==> config.mk <==
export PLATFORM = sky130hd
export DESIGN_NAME = i8080
export DESIGN_NICKNAME = d
export VERILOG_FILES = /design/src/i8080_pkg.sv /design/src/instr_decoder.sv /design/src/cycle_control.sv /design/src/alu.sv /design/src/register_file.sv /design/src/datapath.sv /design/src/i8080.sv
export VERILOG_INCLUDE_DIRS = /design/src
export SDC_FILE = /design/constraint.sdc
export NUM_CORES = 1
export LEC_CHECK = 0
export BUFFER_PORTS_ARGS = -buffer_cell sky130_fd_sc_hd__buf_4
export CAP_MARGIN = 20
export CORE_MARGIN = 2
export CORE_UTILIZATION = 37
export DETAILED_ROUTE_END_ITERATION = 10
export PLACE_DENSITY = 0.59
export SLEW_MARGIN = 20
export SYNTH_ARGS = -nofsm -noshare
export SYNTH_HDL_FRONTEND = slang
export SYNTH_SLANG_ARGS = --single-unit
==> constraint.sdc <==
create_clock -name clk -period 6.7 [get_ports clk]
set_clock_uncertainty 0.1 [all_clocks]
set_input_delay 0.335 -clock clk [delete_from_list [all_inputs] [get_ports clk]]
set_output_delay 0.335 -clock clk [all_outputs]
set_load 0.02 [all_outputs]
==> src/i8080_settings.svh <==
`ifndef I8080_SETTINGS_SVH
`define I8080_SETTINGS_SVH

// bus widths
`define XLEN 8
`define ALEN 16

// flag register bit positions
`define FLAG_C 0
`define FLAG_P 2
`define FLAG_Z 6
`define FLAG_S 7

// aux carry at bit 4 is never set
`define FLAGS_RESET 8'b0000_0010  // bit 1 always reads as one

`endif

==> src/i8080_pkg.sv <==
package i8080_pkg;

  typedef enum logic [2:0] {t1, t2, t3, t4, t5, tw, tr} tstate_e;

  typedef enum logic [1:0] {m1, m2, m3, m4} mcycle_e;

  typedef enum logic [3:0] {
    ic_nop, ic_mov, ic_mvi, ic_lxi, ic_lda, ic_sta,
    ic_alu_reg, ic_alu_imm, ic_inr, ic_dcr, ic_jmp
  } instr_class_e;

  // first eight follow the opcode alu field
  typedef enum logic [3:0] {
    alu_add, alu_adc, alu_sub, alu_sbb, alu_ana, alu_xra, alu_ora, alu_cmp,
    alu_inr, alu_dcr
  } alu_op_e;

  // b..l and a match the opcode register field
  typedef enum logic [3:0] {
    reg_b = 4'd0, reg_c = 4'd1, reg_d = 4'd2, reg_e = 4'd3,
    reg_h = 4'd4, reg_l = 4'd5, reg_w = 4'd6, reg_a = 4'd7, reg_z = 4'd8
  } reg_sel_e;

  typedef enum logic [2:0] {pair_bc, pair_de, pair_hl, pair_sp, pair_wz, pair_pc} pair_sel_e;

  typedef enum logic [2:0] {bus_data_in, bus_reg, bus_a, bus_tmp, bus_alu} bus_src_e;

  typedef struct packed {
    instr_class_e instr_class;
    logic [2:0]   sss;
    logic [2:0]   ddd;
    logic [1:0]   rp;
    alu_op_e      alu_op;
    logic         branch_taken;
  } decoded_t;

  typedef struct packed {
    bus_src_e  bus_src;
    reg_sel_e  reg_sel;
    logic      write_reg;
    pair_sel_e pair_sel;
    logic      inc_pair;
    logic      pc_from_wz;
    logic      write_a;
    logic      a_from_alu;
    logic      write_act;
    logic      write_tmp;
    logic      write_flags;
    logic      write_instr;
    alu_op_e   alu_op;
    logic      write_adr;
    pair_sel_e adr_sel;
    logic      write_dout;
  } ctrl_t;

endpackage

==> src/instr_decoder.sv <==
`timescale 1ns/1ps
`include "i8080_settings.svh"

module instr_decoder (
  input  logic [`XLEN-1:0]   instr,
  input  logic [`XLEN-1:0]   flags,
  output i8080_pkg::decoded_t dec
);
  import i8080_pkg::*;

  logic cond_flag;

  always_comb begin
    dec.sss    = instr[2:0];
    dec.ddd    = instr[5:3];
    dec.rp     = instr[5:4];
    dec.alu_op = alu_op_e'({1'b0, instr[5:3]});

    // first match wins, M operand forms fall to nop
    casez (instr)
      8'b01_110_zzz, 8'b01_zzz_110: dec.instr_class = ic_nop;
      8'b01_zzz_zzz:                dec.instr_class = ic_mov;
      8'b00_110_1zz:                dec.instr_class = ic_nop;
      8'b00_zzz_110:                dec.instr_class = ic_mvi;
      8'b00_zz0_001:                dec.instr_class = ic_lxi;
      8'b00_111_010:                dec.instr_class = ic_lda;
      8'b00_110_010:                dec.instr_class = ic_sta;
      8'b10_zzz_110:                dec.instr_class = ic_nop;
      8'b10_zzz_zzz:                dec.instr_class = ic_alu_reg;
      8'b11_zzz_110:                dec.instr_class = ic_alu_imm;
      8'b00_zzz_100:                dec.instr_class = ic_inr;
      8'b00_zzz_101:                dec.instr_class = ic_dcr;
      8'b11_000_011, 8'b11_zzz_010: dec.instr_class = ic_jmp;
      default:                      dec.instr_class = ic_nop;
    endcase

    if (dec.instr_class == ic_inr) dec.alu_op = alu_inr;
    if (dec.instr_class == ic_dcr) dec.alu_op = alu_dcr;

    // cc: flag from bits 5:4, polarity from bit 3
    case (instr[5:4])
      2'b00:   cond_flag = flags[`FLAG_Z];
      2'b01:   cond_flag = flags[`FLAG_C];
      2'b10:   cond_flag = flags[`FLAG_P];
      default: cond_flag = flags[`FLAG_S];
    endcase

    dec.branch_taken = instr[0] | (cond_flag == instr[3]);  // c3 always taken
  end

endmodule

==> src/cycle_control.sv <==
`timescale 1ns/1ps

module cycle_control (
  input  logic                clk,
  input  logic                rst_n,
  input  i8080_pkg::decoded_t dec,
  input  logic                ready,
  output i8080_pkg::ctrl_t    ctrl,
  output logic                sync,
  output logic                dbin,
  output logic                write_n
);
  import i8080_pkg::*;

  tstate_e tstate, tstate_next;
  mcycle_e mcycle, mcycle_next;
  logic    pc_from_wz, pc_from_wz_next;  // taken jump fetches from wz
  logic    mcycle_end, instr_end, stall;
  logic    read_sss, read_ddd, write_ddd;
  logic    bus_phase, write_cycle;

  function automatic reg_sel_e field_reg(input logic [2:0] f);
    return reg_sel_e'({1'b0, f});
  endfunction

  function automatic reg_sel_e pair_half(input logic [1:0] rp, input logic hi);
    reg_sel_e sel;
    case (rp)
      2'd0:    sel = hi ? reg_b : reg_c;
      2'd1:    sel = hi ? reg_d : reg_e;
      2'd2:    sel = hi ? reg_h : reg_l;
      default: sel = hi ? reg_w : reg_z;  // sp halves steered by pair_sel
    endcase
    return sel;
  endfunction

  always_comb begin
    ctrl            = '0;
    ctrl.pair_sel   = pair_pc;
    ctrl.adr_sel    = pair_pc;
    ctrl.alu_op     = dec.alu_op;
    read_sss        = 1'b0;
    read_ddd        = 1'b0;
    write_ddd       = 1'b0;
    mcycle_end      = 1'b0;
    instr_end       = (tstate == tr);
    pc_from_wz_next = 1'b0;

    case ({mcycle, tstate})
      {m1, t1}: begin
        if (pc_from_wz) ctrl.pc_from_wz = 1'b1;
        else ctrl.inc_pair = 1'b1;
      end
      {m1, t2}, {m1, tw}: ctrl.write_instr = 1'b1;
      {m1, t3}: begin
        case (dec.instr_class)
          ic_mov: begin
            read_sss       = 1'b1;
            ctrl.write_tmp = 1'b1;
          end
          ic_alu_reg: begin
            read_sss       = 1'b1;
            ctrl.write_tmp = 1'b1;
            ctrl.write_act = 1'b1;
          end
          ic_alu_imm: ctrl.write_act = 1'b1;
          ic_inr, ic_dcr: begin
            read_ddd       = 1'b1;
            ctrl.write_tmp = 1'b1;
          end
          default: ;
        endcase
      end
      {m1, t4}: begin
        case (dec.instr_class)
          ic_mov: begin
            ctrl.bus_src = bus_tmp;
            write_ddd    = 1'b1;
          end
          ic_alu_reg: begin
            ctrl.a_from_alu  = 1'b1;
            ctrl.write_a     = (dec.alu_op != alu_cmp);
            ctrl.write_flags = 1'b1;
            instr_end        = 1'b1;
          end
          ic_inr, ic_dcr: begin
            ctrl.bus_src     = bus_alu;
            ctrl.write_flags = 1'b1;
            write_ddd        = 1'b1;
          end
          ic_nop: instr_end = 1'b1;
          default: begin  // operand bytes follow at pc
            ctrl.write_adr = 1'b1;
            mcycle_end     = 1'b1;
          end
        endcase
      end
      {m1, t5}: instr_end = 1'b1;
      {m2, t1}, {m3, t1}: ctrl.inc_pair = 1'b1;
      {m2, t2}, {m2, tw}, {m3, t2}, {m3, tw}: begin
        case (dec.instr_class)
          ic_mvi: write_ddd = 1'b1;
          ic_alu_imm: ctrl.write_tmp = 1'b1;
          ic_lxi: begin
            ctrl.reg_sel   = pair_half(dec.rp, mcycle == m3);
            ctrl.pair_sel  = pair_sel_e'({1'b0, dec.rp});
            ctrl.write_reg = 1'b1;
          end
          default: begin  // address operand into wz
            ctrl.reg_sel   = (mcycle == m3) ? reg_w : reg_z;
            ctrl.write_reg = 1'b1;
          end
        endcase
      end
      {m2, t3}: begin
        mcycle_end = 1'b1;
        case (dec.instr_class)
          ic_mvi: instr_end = 1'b1;
          ic_alu_imm: begin
            ctrl.a_from_alu  = 1'b1;
            ctrl.write_a     = (dec.alu_op != alu_cmp);
            ctrl.write_flags = 1'b1;
            instr_end        = 1'b1;
          end
          default: ctrl.write_adr = 1'b1;
        endcase
      end
      {m3, t3}: begin
        mcycle_end = 1'b1;
        case (dec.instr_class)
          ic_lda, ic_sta: begin
            ctrl.write_adr = 1'b1;
            ctrl.adr_sel   = pair_wz;
          end
          ic_jmp: begin
            pc_from_wz_next = dec.branch_taken;
            instr_end       = 1'b1;
          end
          default: instr_end = 1'b1;
        endcase
      end
      {m4, t1}: begin
        if (dec.instr_class == ic_sta) begin
          ctrl.bus_src    = bus_a;
          ctrl.write_dout = 1'b1;
        end
      end
      {m4, t2}, {m4, tw}: ctrl.write_a = (dec.instr_class == ic_lda);
      {m4, t3}: instr_end = 1'b1;
      default: ;
    endcase

    if (read_sss || read_ddd) begin
      ctrl.reg_sel = field_reg(read_sss ? dec.sss : dec.ddd);
      ctrl.bus_src = (ctrl.reg_sel == reg_a) ? bus_a : bus_reg;
    end
    if (write_ddd && dec.ddd == 3'b111) begin
      ctrl.write_a = 1'b1;
    end else if (write_ddd) begin
      ctrl.reg_sel   = field_reg(dec.ddd);
      ctrl.write_reg = 1'b1;
    end
    if (instr_end) begin  // next fetch address
      ctrl.write_adr = 1'b1;
      ctrl.adr_sel   = pc_from_wz_next ? pair_wz : pair_pc;
    end

    stall = (tstate == t2 || tstate == tw) && !ready;
    if (stall) ctrl = '0;  // wait state commits nothing

    mcycle_next = mcycle;
    if (stall) begin
      tstate_next = tw;
    end else if (instr_end) begin
      tstate_next = t1;
      mcycle_next = m1;
    end else if (mcycle_end) begin
      tstate_next = t1;
      mcycle_next = mcycle_e'(mcycle + 2'd1);
    end else begin
      case (tstate)
        t1:      tstate_next = t2;
        t2, tw:  tstate_next = t3;
        t3:      tstate_next = t4;
        t4:      tstate_next = t5;
        default: tstate_next = t1;
      endcase
    end
  end

  always_ff @(posedge clk) begin
    if (!rst_n) begin
      tstate     <= tr;
      mcycle     <= m1;
      pc_from_wz <= 1'b0;
    end else begin
      tstate     <= tstate_next;
      mcycle     <= mcycle_next;
      pc_from_wz <= pc_from_wz_next;
    end
  end

  assign bus_phase   = (tstate == t2) || (tstate == tw);
  assign write_cycle = (mcycle == m4) && (dec.instr_class == ic_sta);  // only sta writes
  assign sync        = (tstate == t1);
  assign dbin        = bus_phase && !write_cycle;
  assign write_n     = !(bus_phase && write_cycle);

  a_bus_dir: assert property (@(posedge clk) disable iff (!rst_n)
    sync |=> (dbin ^ !write_n));
  a_tw_entry: assert property (@(posedge clk) disable iff (!rst_n)
    tstate == tw |-> $past(tstate) inside {t2, tw});

endmodule

==> src/alu.sv <==
`timescale 1ns/1ps
`include "i8080_settings.svh"

module alu (
  input  logic [`XLEN-1:0] op_a,
  input  logic [`XLEN-1:0] op_b,
  input  logic [`XLEN-1:0] flags_in,
  input  i8080_pkg::alu_op_e op,
  output logic [`XLEN-1:0] result,
  output logic [`XLEN-1:0] flags_out
);
  import i8080_pkg::*;

  logic [`XLEN:0] sum;  // carry or borrow in msb
  logic           carry_in;
  logic           sub_op;

  always_comb begin
    sub_op   = (op == alu_sub) || (op == alu_sbb) || (op == alu_cmp);
    carry_in = ((op == alu_adc) || (op == alu_sbb)) && flags_in[`FLAG_C];
    if (sub_op) sum = {1'b0, op_a} - {1'b0, op_b} - carry_in;
    else sum = {1'b0, op_a} + {1'b0, op_b} + carry_in;

    flags_out = flags_in;
    result    = sum[`XLEN-1:0];
    case (op)
      alu_ana: result = op_a & op_b;
      alu_xra: result = op_a ^ op_b;
      alu_ora: result = op_a | op_b;
      alu_inr: result = op_b + 1'b1;  // carry untouched
      alu_dcr: result = op_b - 1'b1;
      default: flags_out[`FLAG_C] = sum[`XLEN];
    endcase
    if (op == alu_ana || op == alu_xra || op == alu_ora) flags_out[`FLAG_C] = 1'b0;

    flags_out[`FLAG_Z] = (result == '0);
    flags_out[`FLAG_S] = result[`XLEN-1];
    flags_out[`FLAG_P] = ~^result;  // set on even parity
  end

endmodule

==> src/register_file.sv <==
`timescale 1ns/1ps
`include "i8080_settings.svh"

module register_file (
  input  logic                 clk,
  input  logic                 rst_n,
  input  i8080_pkg::reg_sel_e  reg_sel,
  input  i8080_pkg::pair_sel_e pair_sel,
  input  logic [`XLEN-1:0]     wdata,
  input  logic                 write_reg,
  input  logic                 inc_pair,
  input  logic                 pc_from_wz,
  output logic [`XLEN-1:0]     rdata,
  output logic [`ALEN-1:0]     pair_data
);
  import i8080_pkg::*;

  logic [`XLEN-1:0] b, c, d, e, h, l, w, z;
  logic [`ALEN-1:0] sp, pc;
  logic [`ALEN-1:0] pair_inc, wz_inc;

  always_comb begin
    case (reg_sel)
      reg_b:   rdata = b;
      reg_c:   rdata = c;
      reg_d:   rdata = d;
      reg_e:   rdata = e;
      reg_h:   rdata = h;
      reg_l:   rdata = l;
      reg_w:   rdata = w;
      reg_z:   rdata = z;
      default: rdata = '0;  // a lives in the datapath
    endcase

    case (pair_sel)
      pair_bc: pair_data = {b, c};
      pair_de: pair_data = {d, e};
      pair_hl: pair_data = {h, l};
      pair_sp: pair_data = sp;
      pair_wz: pair_data = {w, z};
      default: pair_data = pc;
    endcase
  end

  assign pair_inc = pair_data + 1'b1;
  assign wz_inc   = {w, z} + 1'b1;  // byte after the jump target

  always_ff @(posedge clk) begin
    if (write_reg && pair_sel == pair_sp) begin
      // lxi sp: w selects the high half, z the low
      if (reg_sel == reg_w) sp[`ALEN-1:`XLEN] <= wdata;
      else sp[`XLEN-1:0] <= wdata;
    end else if (write_reg) begin
      case (reg_sel)
        reg_b:   b <= wdata;
        reg_c:   c <= wdata;
        reg_d:   d <= wdata;
        reg_e:   e <= wdata;
        reg_h:   h <= wdata;
        reg_l:   l <= wdata;
        reg_w:   w <= wdata;
        reg_z:   z <= wdata;
        default: ;
      endcase
    end else if (inc_pair && pair_sel == pair_wz) begin
      {w, z} <= pair_inc;
    end
  end

  always_ff @(posedge clk) begin
    if (!rst_n) pc <= '0;
    else if (pc_from_wz) pc <= wz_inc;
    else if (inc_pair && pair_sel == pair_pc) pc <= pair_inc;
  end

  a_port_excl: assert property (@(posedge clk) disable iff (!rst_n) !(write_reg && inc_pair));

endmodule

==> src/datapath.sv <==
`timescale 1ns/1ps
`include "i8080_settings.svh"

module datapath (
  input  logic             clk,
  input  logic             rst_n,
  input  i8080_pkg::ctrl_t ctrl,
  input  logic [`XLEN-1:0] data_in,
  output logic [`XLEN-1:0] instr,
  output logic [`XLEN-1:0] flags,
  output logic [`ALEN-1:0] addr,
  output logic [`XLEN-1:0] data_out
);
  import i8080_pkg::*;

  logic [`XLEN-1:0] bus;  // internal bus
  logic [`XLEN-1:0] a, act, tmp;
  logic [`XLEN-1:0] reg_rdata, alu_result, alu_flags;
  logic [`ALEN-1:0] pair_data;
  pair_sel_e        rf_pair_sel;

  // address latch reads its own pair selection
  assign rf_pair_sel = ctrl.write_adr ? ctrl.adr_sel : ctrl.pair_sel;

  always_comb begin
    case (ctrl.bus_src)
      bus_reg: bus = reg_rdata;
      bus_a:   bus = a;
      bus_tmp: bus = tmp;
      bus_alu: bus = alu_result;
      default: bus = data_in;
    endcase
  end

  alu u_alu (
    .op_a     (act),
    .op_b     (tmp),
    .flags_in (flags),
    .op       (ctrl.alu_op),
    .result   (alu_result),
    .flags_out(alu_flags)
  );

  register_file u_regs (
    .clk       (clk),
    .rst_n     (rst_n),
    .reg_sel   (ctrl.reg_sel),
    .pair_sel  (rf_pair_sel),
    .wdata     (bus),
    .write_reg (ctrl.write_reg),
    .inc_pair  (ctrl.inc_pair),
    .pc_from_wz(ctrl.pc_from_wz),
    .rdata     (reg_rdata),
    .pair_data (pair_data)
  );

  always_ff @(posedge clk) begin
    if (!rst_n) flags <= `FLAGS_RESET;
    else if (ctrl.write_flags) flags <= alu_flags;
  end

  always_ff @(posedge clk) begin
    if (ctrl.write_a) a <= ctrl.a_from_alu ? alu_result : bus;
    if (ctrl.write_act) act <= a;  // act only ever takes a
    if (ctrl.write_tmp) tmp <= bus;
    if (ctrl.write_instr) instr <= bus;
    if (ctrl.write_adr) addr <= pair_data;
    if (ctrl.write_dout) data_out <= bus;
  end

endmodule

==> src/i8080.sv <==
`timescale 1ns/1ps
`include "i8080_settings.svh"

module i8080 (
  input  logic             clk,
  input  logic             rst_n,
  input  logic [`XLEN-1:0] data_in,
  input  logic             ready,
  output logic [`XLEN-1:0] data_out,
  output logic [`ALEN-1:0] addr,
  output logic             sync,
  output logic             dbin,
  output logic             write_n
);
  import i8080_pkg::*;

  decoded_t         dec;
  ctrl_t            ctrl;
  logic [`XLEN-1:0] instr;
  logic [`XLEN-1:0] flags;

  instr_decoder u_dec (
    .instr(instr),
    .flags(flags),
    .dec  (dec)
  );

  cycle_control u_ctl (
    .clk    (clk),
    .rst_n  (rst_n),
    .dec    (dec),
    .ready  (ready),
    .ctrl   (ctrl),
    .sync   (sync),
    .dbin   (dbin),
    .write_n(write_n)
  );

  datapath u_dp (
    .clk     (clk),
    .rst_n   (rst_n),
    .ctrl    (ctrl),
    .data_in (data_in),
    .instr   (instr),
    .flags   (flags),
    .addr    (addr),
    .data_out(data_out)
  );

endmodule

==> out/metrics.cfg, run 1 <==
[cts]
cts.sinks=162
cts-buffers-inserted=17
cts.repair.resized=0
hold_buffers=0
clock_latency_ns=0.44
h-tree-depth=4
root_buffer=clkbuf_16
ctsLongestPathBuffers=2
cts_tree=built
clk_pin_slew_worst_paths_ns=0.07
cts_setup_buffers=0

[pwr]
power_density_nw_per_um2=199
leakagePower_nw=4.50
peakVddDrop_v=0.000175

[yosys]
ys_seq_area_frac=0.430
netlist_top_cells_area=edfxtp_1, ha_1, dfxtp_1
synth_nets=1127
synthArstFlopShare=0
synth_cell_types=101
avgSynthCellArea_um2=10.0
netlist.area_leader.share=0.382
yosysWarnings=0
yosys_register_bits=162
synth_area_um2=10700
syn_inst=1067
synth_edf_count=136
synth_area_leader_cell=edfxtp_1
ys.flop_type=edfxtp_1

[die]
start_util=0.375
core_area_um2=28500
dieWidth_um=174
dieArea_um2=30300
rows=62
die_h_um=174
ios=38

[worst_setup_path]
path_cells=or4b_1 -> nor2_1 -> nor2_1 -> nand4_1 -> inv_1 -> fa_1 -> inv_1 -> ha_1 -> o21ai_0 -> a21boi_0 -> o21ai_0 -> nand2b_1 -> a31oi_1 -> xor2_1 -> a211oi_1 -> o21ai_0 -> a31oi_1 -> nand2b_1 -> a21o_1
crit_fanout=17
cp.arrival_ns=5.87
cp-start-kind=flip-flop
cp_top_family=simple AND/OR/NAND/NOR gates
critPathBufInv=2
end_kind=flip-flop
worstPathRequired_ns=6.92
crit_top_cell=o21ai_0
critPathSlowestCell=or4b_1
path_class=reg -> reg
critical_path.max_stage_delay_ns=0.76

[sta]
finalSetupTns_ns=0
finalCriticalPeriod_ns=5.65
slew_headroom=0.326
drv_slew=0
rsz0062_at_grt=false
min_period_over_period=0.844
fmax_mhz=177
hold_violations=0
finalHoldWorstSlack_ns=0.0985
setup_viol=0
max_slew.worst_pin.slew_ns=1.01

[grt]
grt_start_max_net_pins=27
track_usage=0.231
first_global_vias=8363
grt_pass1_wl_um=53000
antenna_found_initial=1
gr-total-overflow=0

[place]
port_buffers=37
dp.cells=1457
dp.final_hpwl_um=26000
gp_congestion=0.960

[final_layout]
num_antenna_cells=0
fin_cells=1490
n_fill_cell=2809
area_delta_synth_final_pct=11.8
final_layout_size_suffix_gt1_frac=0.136
num-nets-final=1153
final_core_util=0.419
largestRegisters=u_dp.addr x16, u_dp.u_regs.pc x16, u_dp.u_regs.sp x16

[routing]
antenna_left=0
via_count=8883
drcViolationCount=0
drt_wl_total_um=35300
first_pass_iters=5
post_drt_via_cell_ratio=5.96
wl_per_cell_um=23.7
drtIter0Drc=1077

[flow_run]
maxCapViolCount=0

[run_status]
status=finished, final reports clean

[min_path]
min_path_type=in -> reg

-- worst register-to-register path, cell delays in order (launching register included) --
cell and delay (ns):
edfxtp_1 0.64, or4b_1 0.76, nor2_1 0.26, nor2_1 0.11
nand4_1 0.23, inv_1 0.10, fa_1 0.59, inv_1 0.06
ha_1 0.18, o21ai_0 0.22, a21boi_0 0.15, o21ai_0 0.18
nand2b_1 0.12, a31oi_1 0.24, xor2_1 0.10, a211oi_1 0.36
o21ai_0 0.13, a31oi_1 0.26, nand2b_1 0.55, a21o_1 0.20
-- placed cells by master (no fill, tap or decap), types with 7 or more instances in the layout --
master     Yosys  routed
a22o_1        19      19
dfxtp_1       26      26
mux2_2         9       9
o211ai_1       8       8
a21oi_1       67      67
inv_1         57      57
a21o_1         9       9
clkbuf_16      0      17
nand3_1       26      26
mux2i_1       30      30
nand4_1        9       9
o22ai_1       17      17
a22oi_1       15      15
o31ai_1        8       8
or3_1          7       7
a211oi_1      15      15
edfxtp_1     136     136
ha_1          44      44
xnor2_1       30      30
and2_1        15      15
a221oi_1      11      11
and3_1        17      17
nor3_1        21      21
nand2b_1      10      10
nor2_1       102     102
xor2_1        18      18
o21ai_0       40      40
nand2_1       83      83
nor2b_1       10      10
buf_4          4      60
a31oi_1       11      11
-- where the power goes --
group | leakage [nW] | switching, mW | internal (mW)
combinational | 2.76 | 0.162 | 0.0874
clock | 0.287 | 0.422 | 0.563
sequential | 1.46 | 0.0173 | 1.12
total | 4.50 | 0.602 | 1.77
-- kinds of logic after synthesis --
group,count (synthesis),share of synthesized area
xor+xnor,49,0.0408
buf+inv,112,0.0469
mux,40,0.0397
fa+ha+maj,49,0.0608
simple gates,350,0.172
flops,162,0.430
compound gates,305,0.210
-- final cells by class --
type / instances / area, um2 / area share
timing repair buffer: 61 / 455 / 0.0381
clock inverter: 14 / 153 / 0.0128
clock buffer: 18 / 439 / 0.0367
inverter: 58 / 218 / 0.0182
tap: 384 / 480 / 0.0402
sequential: 162 / 4600 / 0.385
multi-input combinational: 793 / 5600 / 0.469
-- metrics by stage --
| stage | area, um2 | power (mW) | setup slack [ns] |
|---|---|---|---|
| finish | 12000 | 2.37 | 1.05 |
| global route | 12000 | 2.45 | 0.512 |
| CTS | 11900 | 2.38 | 1.00 |
| detailed placement | 11400 | 1.41 | 1.07 |
| global placement | 11400 | 1.41 | 1.08 |
| floorplan | 10700 | 1.31 | 1.84 |
-- cells in the mapped netlist (5+ instances only) --
master / count
a221oi_1: 11
o31a_1: 5
nand4_1: 9
o21ai_1: 7
a211oi_1: 15
o31ai_1: 8
fa_1: 5
xnor2_1: 30
a22oi_1: 15
nand2b_1: 10
buf_6: 6
nor2b_1: 10
o211ai_1: 8
nor2_1: 102
o21ai_0: 40
xor2_1: 18
and3_1: 17
a31oi_1: 11
a21o_1: 9
or3_1: 7
nand3_1: 26
nor4_1: 6
and2_1: 15
a21oi_1: 67
nor3_1: 21
o21a_1: 6
ha_1: 44
nand3b_1: 5
mux2i_1: 30
edfxtp_1: 136
mux2_2: 9
clkbuf_1: 23
o221ai_1: 6
o22ai_1: 17
inv_1: 57
a22o_1: 19
dfxtp_1: 26
nand2_1: 83
buf_2: 17
-- layer usage --
layer  track usage  wire, um  up-vias
met5             0         0        -
met4        0.0627       808        0
met3        0.0416      2940       56
met2         0.354     15700      436
met1         0.336     15900     4331
li1              -         -     4060
-- final timing paths --
check | start | to | slack, ns | depth (start not counted)
hold / removal | rst_n | u_ctl.tstate[1] | 0.1 | 2
setup / recovery | u_dp.instr[7] | u_dp.a[7] | 1.05 | 19
setup reg to reg | u_dp.instr[7] | u_dp.a[7] | 1.05 | 19
hold reg to reg | u_dp.a[1] | u_dp.act[1] | 0.36 | 0
Note: power is estimated with default switching activity, not from simulation.
==> inputs of run 2 (changes only) <==
clock period = 5.8 ns   (was 6.7 ns; I/O delays follow)
==> run 2 against run 1 <==
Compared with the run above: cell area up 1.2%; largest cell class unchanged; first-iteration DRC count down 13%; combinational power up 20%; register-to-register slack worse by 0.54 ns; sequential share of layout area down 0.46 points; flip-flop and latch count unchanged; clock power up 24%; non-clock buffer count up 13; core utilization up 0.51 points; wire length down 1.4%.
==> out/metrics.cfg, run 2 (synthesis results as in run 1) <==
[final_layout]
multi_input_area_um2=5610
num_antenna_cells=0
fin_cells=1503
area_delta_synth_final_pct=13.1
largestRegisters=u_dp.addr x16, u_dp.u_regs.pc x16, u_dp.u_regs.sp x16
mostFrequentLayoutCells=edfxtp_1, nor2_1, nand2_1
final_common_cell=edfxtp_1
num-nets-final=1166
regArea_um2=4600
n_fill_cell=2807
final_layout_size_suffix_gt1_frac=0.144

[sta]
hold_violations=0
finalSetupTns_ns=0
drv_slew=0
rsz0062_at_grt=false
max_slew.worst_pin.slew_ns=1.02
fmax_mhz=189
setup_viol=0
min_period_over_period=0.912
slew_headroom=0.319
finalCriticalPeriod_ns=5.29
finalWorstSetupSlack_ns=0.510

[run_status]
status=finished, final reports clean

[routing]
via_count=8922
drt_wl_total_um=34900
wl_per_cell_um=23.2
first_pass_iters=5
post_drt_via_cell_ratio=5.94
antenna_left=0
drtIter0Drc=940
drcViolationCount=0

[pwr]
peakVddDrop_v=0.000186
leakagePower_nw=4.58
power_density_nw_per_um2=233

[worst_setup_path]
critPathSlowestCell=fa_1
end_kind=flip-flop
crit_fanout=12
path_class=reg -> reg
cp-start-kind=flip-flop
crit_top_cell=o21ai_0
critical_path.max_stage_delay_ns=0.60
cp.arrival_ns=5.37
path_cells=or4b_1 -> nor2_1 -> nor2_1 -> nand4_1 -> inv_1 -> fa_1 -> inv_1 -> ha_1 -> o21ai_0 -> a21boi_0 -> o21ai_0 -> nand2b_1 -> xnor2_1 -> mux2i_1 -> o21ai_0 -> o211ai_1 -> o21ai_0 -> o31ai_4 -> mux2_2
reg2reg_setup_slack_ns=0.51
r2r_end=u_dp.a[5]
reg2regPathDepth=19
worstPathRequired_ns=5.88
r2r-start=u_dp.instr[7]

[min_path]
holdPathEnd=u_ctl.tstate[1]
min_path_type=in -> reg
hold_start=rst_n
whs_path_depth=2

[die]
dieWidth_um=174
start_util=0.375
ios=38
die_h_um=174
core_area_um2=28500
rows=62
dieArea_um2=30300

[grt]
grt_start_max_net_pins=27
first_global_vias=8343
track_usage=0.229
grt_pass1_wl_um=52700
gr-total-overflow=0
antenna_found_initial=1

[place]
dp.final_hpwl_um=25700
gp_congestion=0.941
dp_slack_ns=0.589
dp.cells=1471
port_buffers=37

[flow_run]
maxCapViolCount=0

[cts]
root_buffer=clkbuf_16
cts.repair.resized=0
h-tree-depth=4
hold_buffers=0
cts.sinks=162
cts_setup_buffers=0
clk_pin_slew_worst_paths_ns=0.07
clock_latency_ns=0.44
ctsLongestPathBuffers=2
cts-buffers-inserted=17
cts_tree=built

-- run 2: cell types whose count changed in the layout (fill, tap and decap cells not counted), sizes merged --
cell | before | now
clkbuf | 19 | 18
clkinv | 6 | 4
buf | 60 | 74
bufinv | 2 | 4
-- run 2: per-layer routing --
metal	track usage	routed length, um	part of all wire
met1	0.331	15600	0.45
met2	0.344	15200	0.43
met3	0.0497	3130	0.090
met4	0.0693	917	0.026
met5	0	9	0.00026
-- run 2: critical path, delay by kind of cell, from the launching register on --
| kind | cells | cell delay [ns] |
|---|---|---|
| xor gates and xnor gates | 1 | 0.15 |
| adders and majority gates | 2 | 0.79 |
| muxes | 2 | 0.43 |
| AOI/OAI and AO/OA | 7 | 1.73 |
| buffers and inverters | 2 | 0.16 |
| and+or+nand+nor | 5 | 1.32 |
| DFF | 1 | 0.38 |
-- run 2: worst max-delay path by stage --
| stage | to | slack, ns | start |
|---|---|---|---|
| after floorplan | u_dp.flags[2] | 0.94 | u_ctl.tstate[0] |
| after global placement | u_dp.a[5] | 0.56 | u_dp.instr[7] |
| after detailed placement | u_dp.a[7] | 0.59 | u_dp.instr[0] |
| after CTS | u_dp.a[7] | 0.56 | u_dp.instr[0] |
| after global routing | u_dp.a[7] | 0.18 | u_dp.instr[0] |
| final | u_dp.a[5] | 0.51 | u_dp.instr[7] |
-- run 2: power by group --
group / leakage [nW] / internal, mW / switching [mW]
clock: 0.301 / 0.728 / 0.487
sequential: 1.46 / 1.29 / 0.0143
combinational: 2.82 / 0.105 / 0.195
-- run 2: stage by stage --
step	instance area (um2)	power (mW)	utilization	hold WS (ns)
2_1_floorplan	10700	1.52	-	0.327
3_3_place_gp	11500	1.63	0.401	0.345
3_5_place_dp	11500	1.63	0.402	0.341
4_1_cts	12100	2.83	0.424	0.0457
5_1_grt	12100	2.91	0.424	0.0659
6_report	12100	2.82	0.424	0.0626
-- run 2: area by class of cell --
cell class | instances | area share
clock buffers | 18 | 0.0355
clock inverters | 14 | 0.0168
inverters | 58 | 0.0180
multi-input cells | 793 | 0.464
well taps | 384 | 0.0397
repair buffers | 74 | 0.0459
flip-flops and latches | 162 | 0.381
==> inputs of run 3 (changes only) <==
clock period = 5.4 ns   (was 5.8 ns; I/O delays follow)
==> run 3 against run 2 <==
Compared with the run above: die area unchanged; worst setup slack worse by 0.23 ns; wire length up 2.5%; global-route usage up 0.73 points; clock power about the same; cell area up 0.98%; critical path depth down 4; flip-flop and latch count unchanged; via count about the same; critical path type unchanged; total power up 5.4%.
==> out/metrics.cfg, run 3 (synthesis results as in run 1) <==
[routing]
first_pass_iters=5
antenna_left=0
wl_per_cell_um=23.5
via_count=8926
drtIter0Drc=1060
drt_wl_total_um=35700
drcViolationCount=0
post_drt_via_cell_ratio=5.87

[grt]
grt_pass1_wl_um=54500
first_global_vias=8633
grt_start_max_net_pins=27
track_usage=0.237
antenna_found_initial=0
gr-total-overflow=0

[cts]
hold_buffers=0
clock_latency_ns=0.43
h-tree-depth=4
cts-buffers-inserted=17
cts_setup_buffers=0
cts_tree=built
cts.sinks=162
ctsLongestPathBuffers=2
clk_pin_slew_worst_paths_ns=0.06
root_buffer=clkbuf_16

[worst_setup_path]
worstPathRequired_ns=5.48
critPathBufInv=4
cp-start-kind=flip-flop
cp.arrival_ns=5.20
crit_top_cell=buf_4
path_cells=buf_4 -> buf_4 -> o31a_1 -> o32ai_4 -> a211oi_2 -> and3_1 -> o31a_1 -> o21ai_2 -> buf_4 -> mux2i_1 -> o22ai_1 -> o31ai_1 -> and2_1 -> inv_2 -> mux2_2
end_kind=flip-flop
crit_fanout=13
path_class=reg -> reg
critical_path.max_stage_delay_ns=0.73
cp_top_family=compound AO/OA/AOI/OAI gates
critPathSlowestCell=o21ai_2
reg2reg_setup_slack_ns=0.28

[pwr]
leakagePower_nw=4.66
peakVddDrop_v=0.000206
internal-power_mw=2.22
share_comb_of_total_power=0.111
switchingPower_mw=0.758
seqPwrFrac=0.472
clock_power_share=0.417
power_density_nw_per_um2=244
switching_share=0.255

[min_path]
min_path_type=in -> reg

[sta]
drv_slew=0
finalCriticalPeriod_ns=5.12
fmax_mhz=195
rsz0062_at_grt=false
max_slew.worst_pin.slew_ns=1.08
hold_violations=0
min_period_over_period=0.949
slew_headroom=0.277
setup_viol=0
finalSetupTns_ns=0
finalHoldWorstSlack_ns=0.0711

[die]
core_area_um2=28500
die_h_um=174
start_util=0.375
ios=38
dieArea_um2=30300
rows=62
dieWidth_um=174

[final_layout]
largestRegisters=u_dp.addr x16, u_dp.u_regs.pc x16, u_dp.u_regs.sp x16
final_common_cell=edfxtp_1
n_fill_cell=2844
mostFrequentLayoutCells=edfxtp_1, nor2_1, buf_4
num-nets-final=1184
num_antenna_cells=0
area_delta_synth_final_pct=14.2
final_layout_size_suffix_gt1_frac=0.163

[flow_run]
maxCapViolCount=0

[run_status]
status=finished, final reports clean

[place]
port_buffers=37
dp.final_hpwl_um=26600
gp_congestion=0.944

-- run 3: cell types whose count changed in the layout (fill, tap and decap cells not counted), sizes merged --
cell and change:
bufinv -2, clkinv +1, clkbuf +1, buf +18
-- run 3: worst paths after layout --
kind / from / to / cells past startpoint
min reg2reg: u_dp.a[5] / u_dp.act[5] / 0
max: u_dp.instr[3] / u_dp.u_regs.z[6] / 15
min: rst_n / u_ctl.tstate[1] / 2
max reg2reg: u_dp.instr[3] / u_dp.u_regs.z[6] / 15
-- run 3: layout make-up --
class                   count  area (um2)  share of cell area
flip-flops and latches    162        4600               0.377
clock inverters            13         148              0.0121
multi-input cells         793        5620               0.460
well taps                 384         480              0.0393
clock buffers              19         453              0.0371
inverters                  58         218              0.0178
repair buffers             92         691              0.0565
-- run 3: what timing repair did --
action                     in CTS  in global routing
hold endpoints to repair        0                  0
setup endpoints to repair       0                 14
resized for setup               0                  5
-- run 3: metrics by stage --
stage | setup WS, ns | power [mW] | utilization | cell area, um2 | std cells
6_report | 0.276 | 2.98 | 0.428 | 12200 | 1521
5_1_grt | 0.0278 | 3.06 | 0.428 | 12200 | 1521
4_1_cts | 0.285 | 2.99 | 0.427 | 12200 | 1521
3_5_place_dp | 0.341 | 1.76 | 0.406 | 11600 | 1489
3_3_place_gp | 0.350 | 1.76 | 0.406 | 11600 | 1489
2_1_floorplan | 0.542 | 1.63 | - | 10700 | 1067
-- run 3: worst reg2reg max path: stages (launching register included) --
cell and delay [ns]:
edfxtp_1 0.40, buf_4 0.19, buf_4 0.20, o31a_1 0.34
o32ai_4 0.29, a211oi_2 0.16, and3_1 0.21, o31a_1 0.35
o21ai_2 0.73, buf_4 0.29, mux2i_1 0.20, o22ai_1 0.11
o31ai_1 0.54, and2_1 0.28, inv_2 0.18, mux2_2 0.31
-- run 3: power by group through the flow --
stage	sequential [mW]	combinational [mW]	clock, mW
floorplan	1.45	0.186	0
global placement	1.43	0.324	0
detailed placement	1.43	0.324	0
CTS	1.41	0.326	1.26
global route	1.41	0.357	1.30
finish	1.41	0.331	1.24
-- run 3: routing by layer --
| metal | wire length, um | up-vias | GRT usage |
|---|---|---|---|
| met2 | 15600 | 439 | 0.361 |
| met1 | 16200 | 4325 | 0.342 |
| met3 | 3090 | 41 | 0.0462 |
| li1 | - | 4121 | - |
| met4 | 823 | 0 | 0.0665 |
| met5 | 0 | - | 0 |
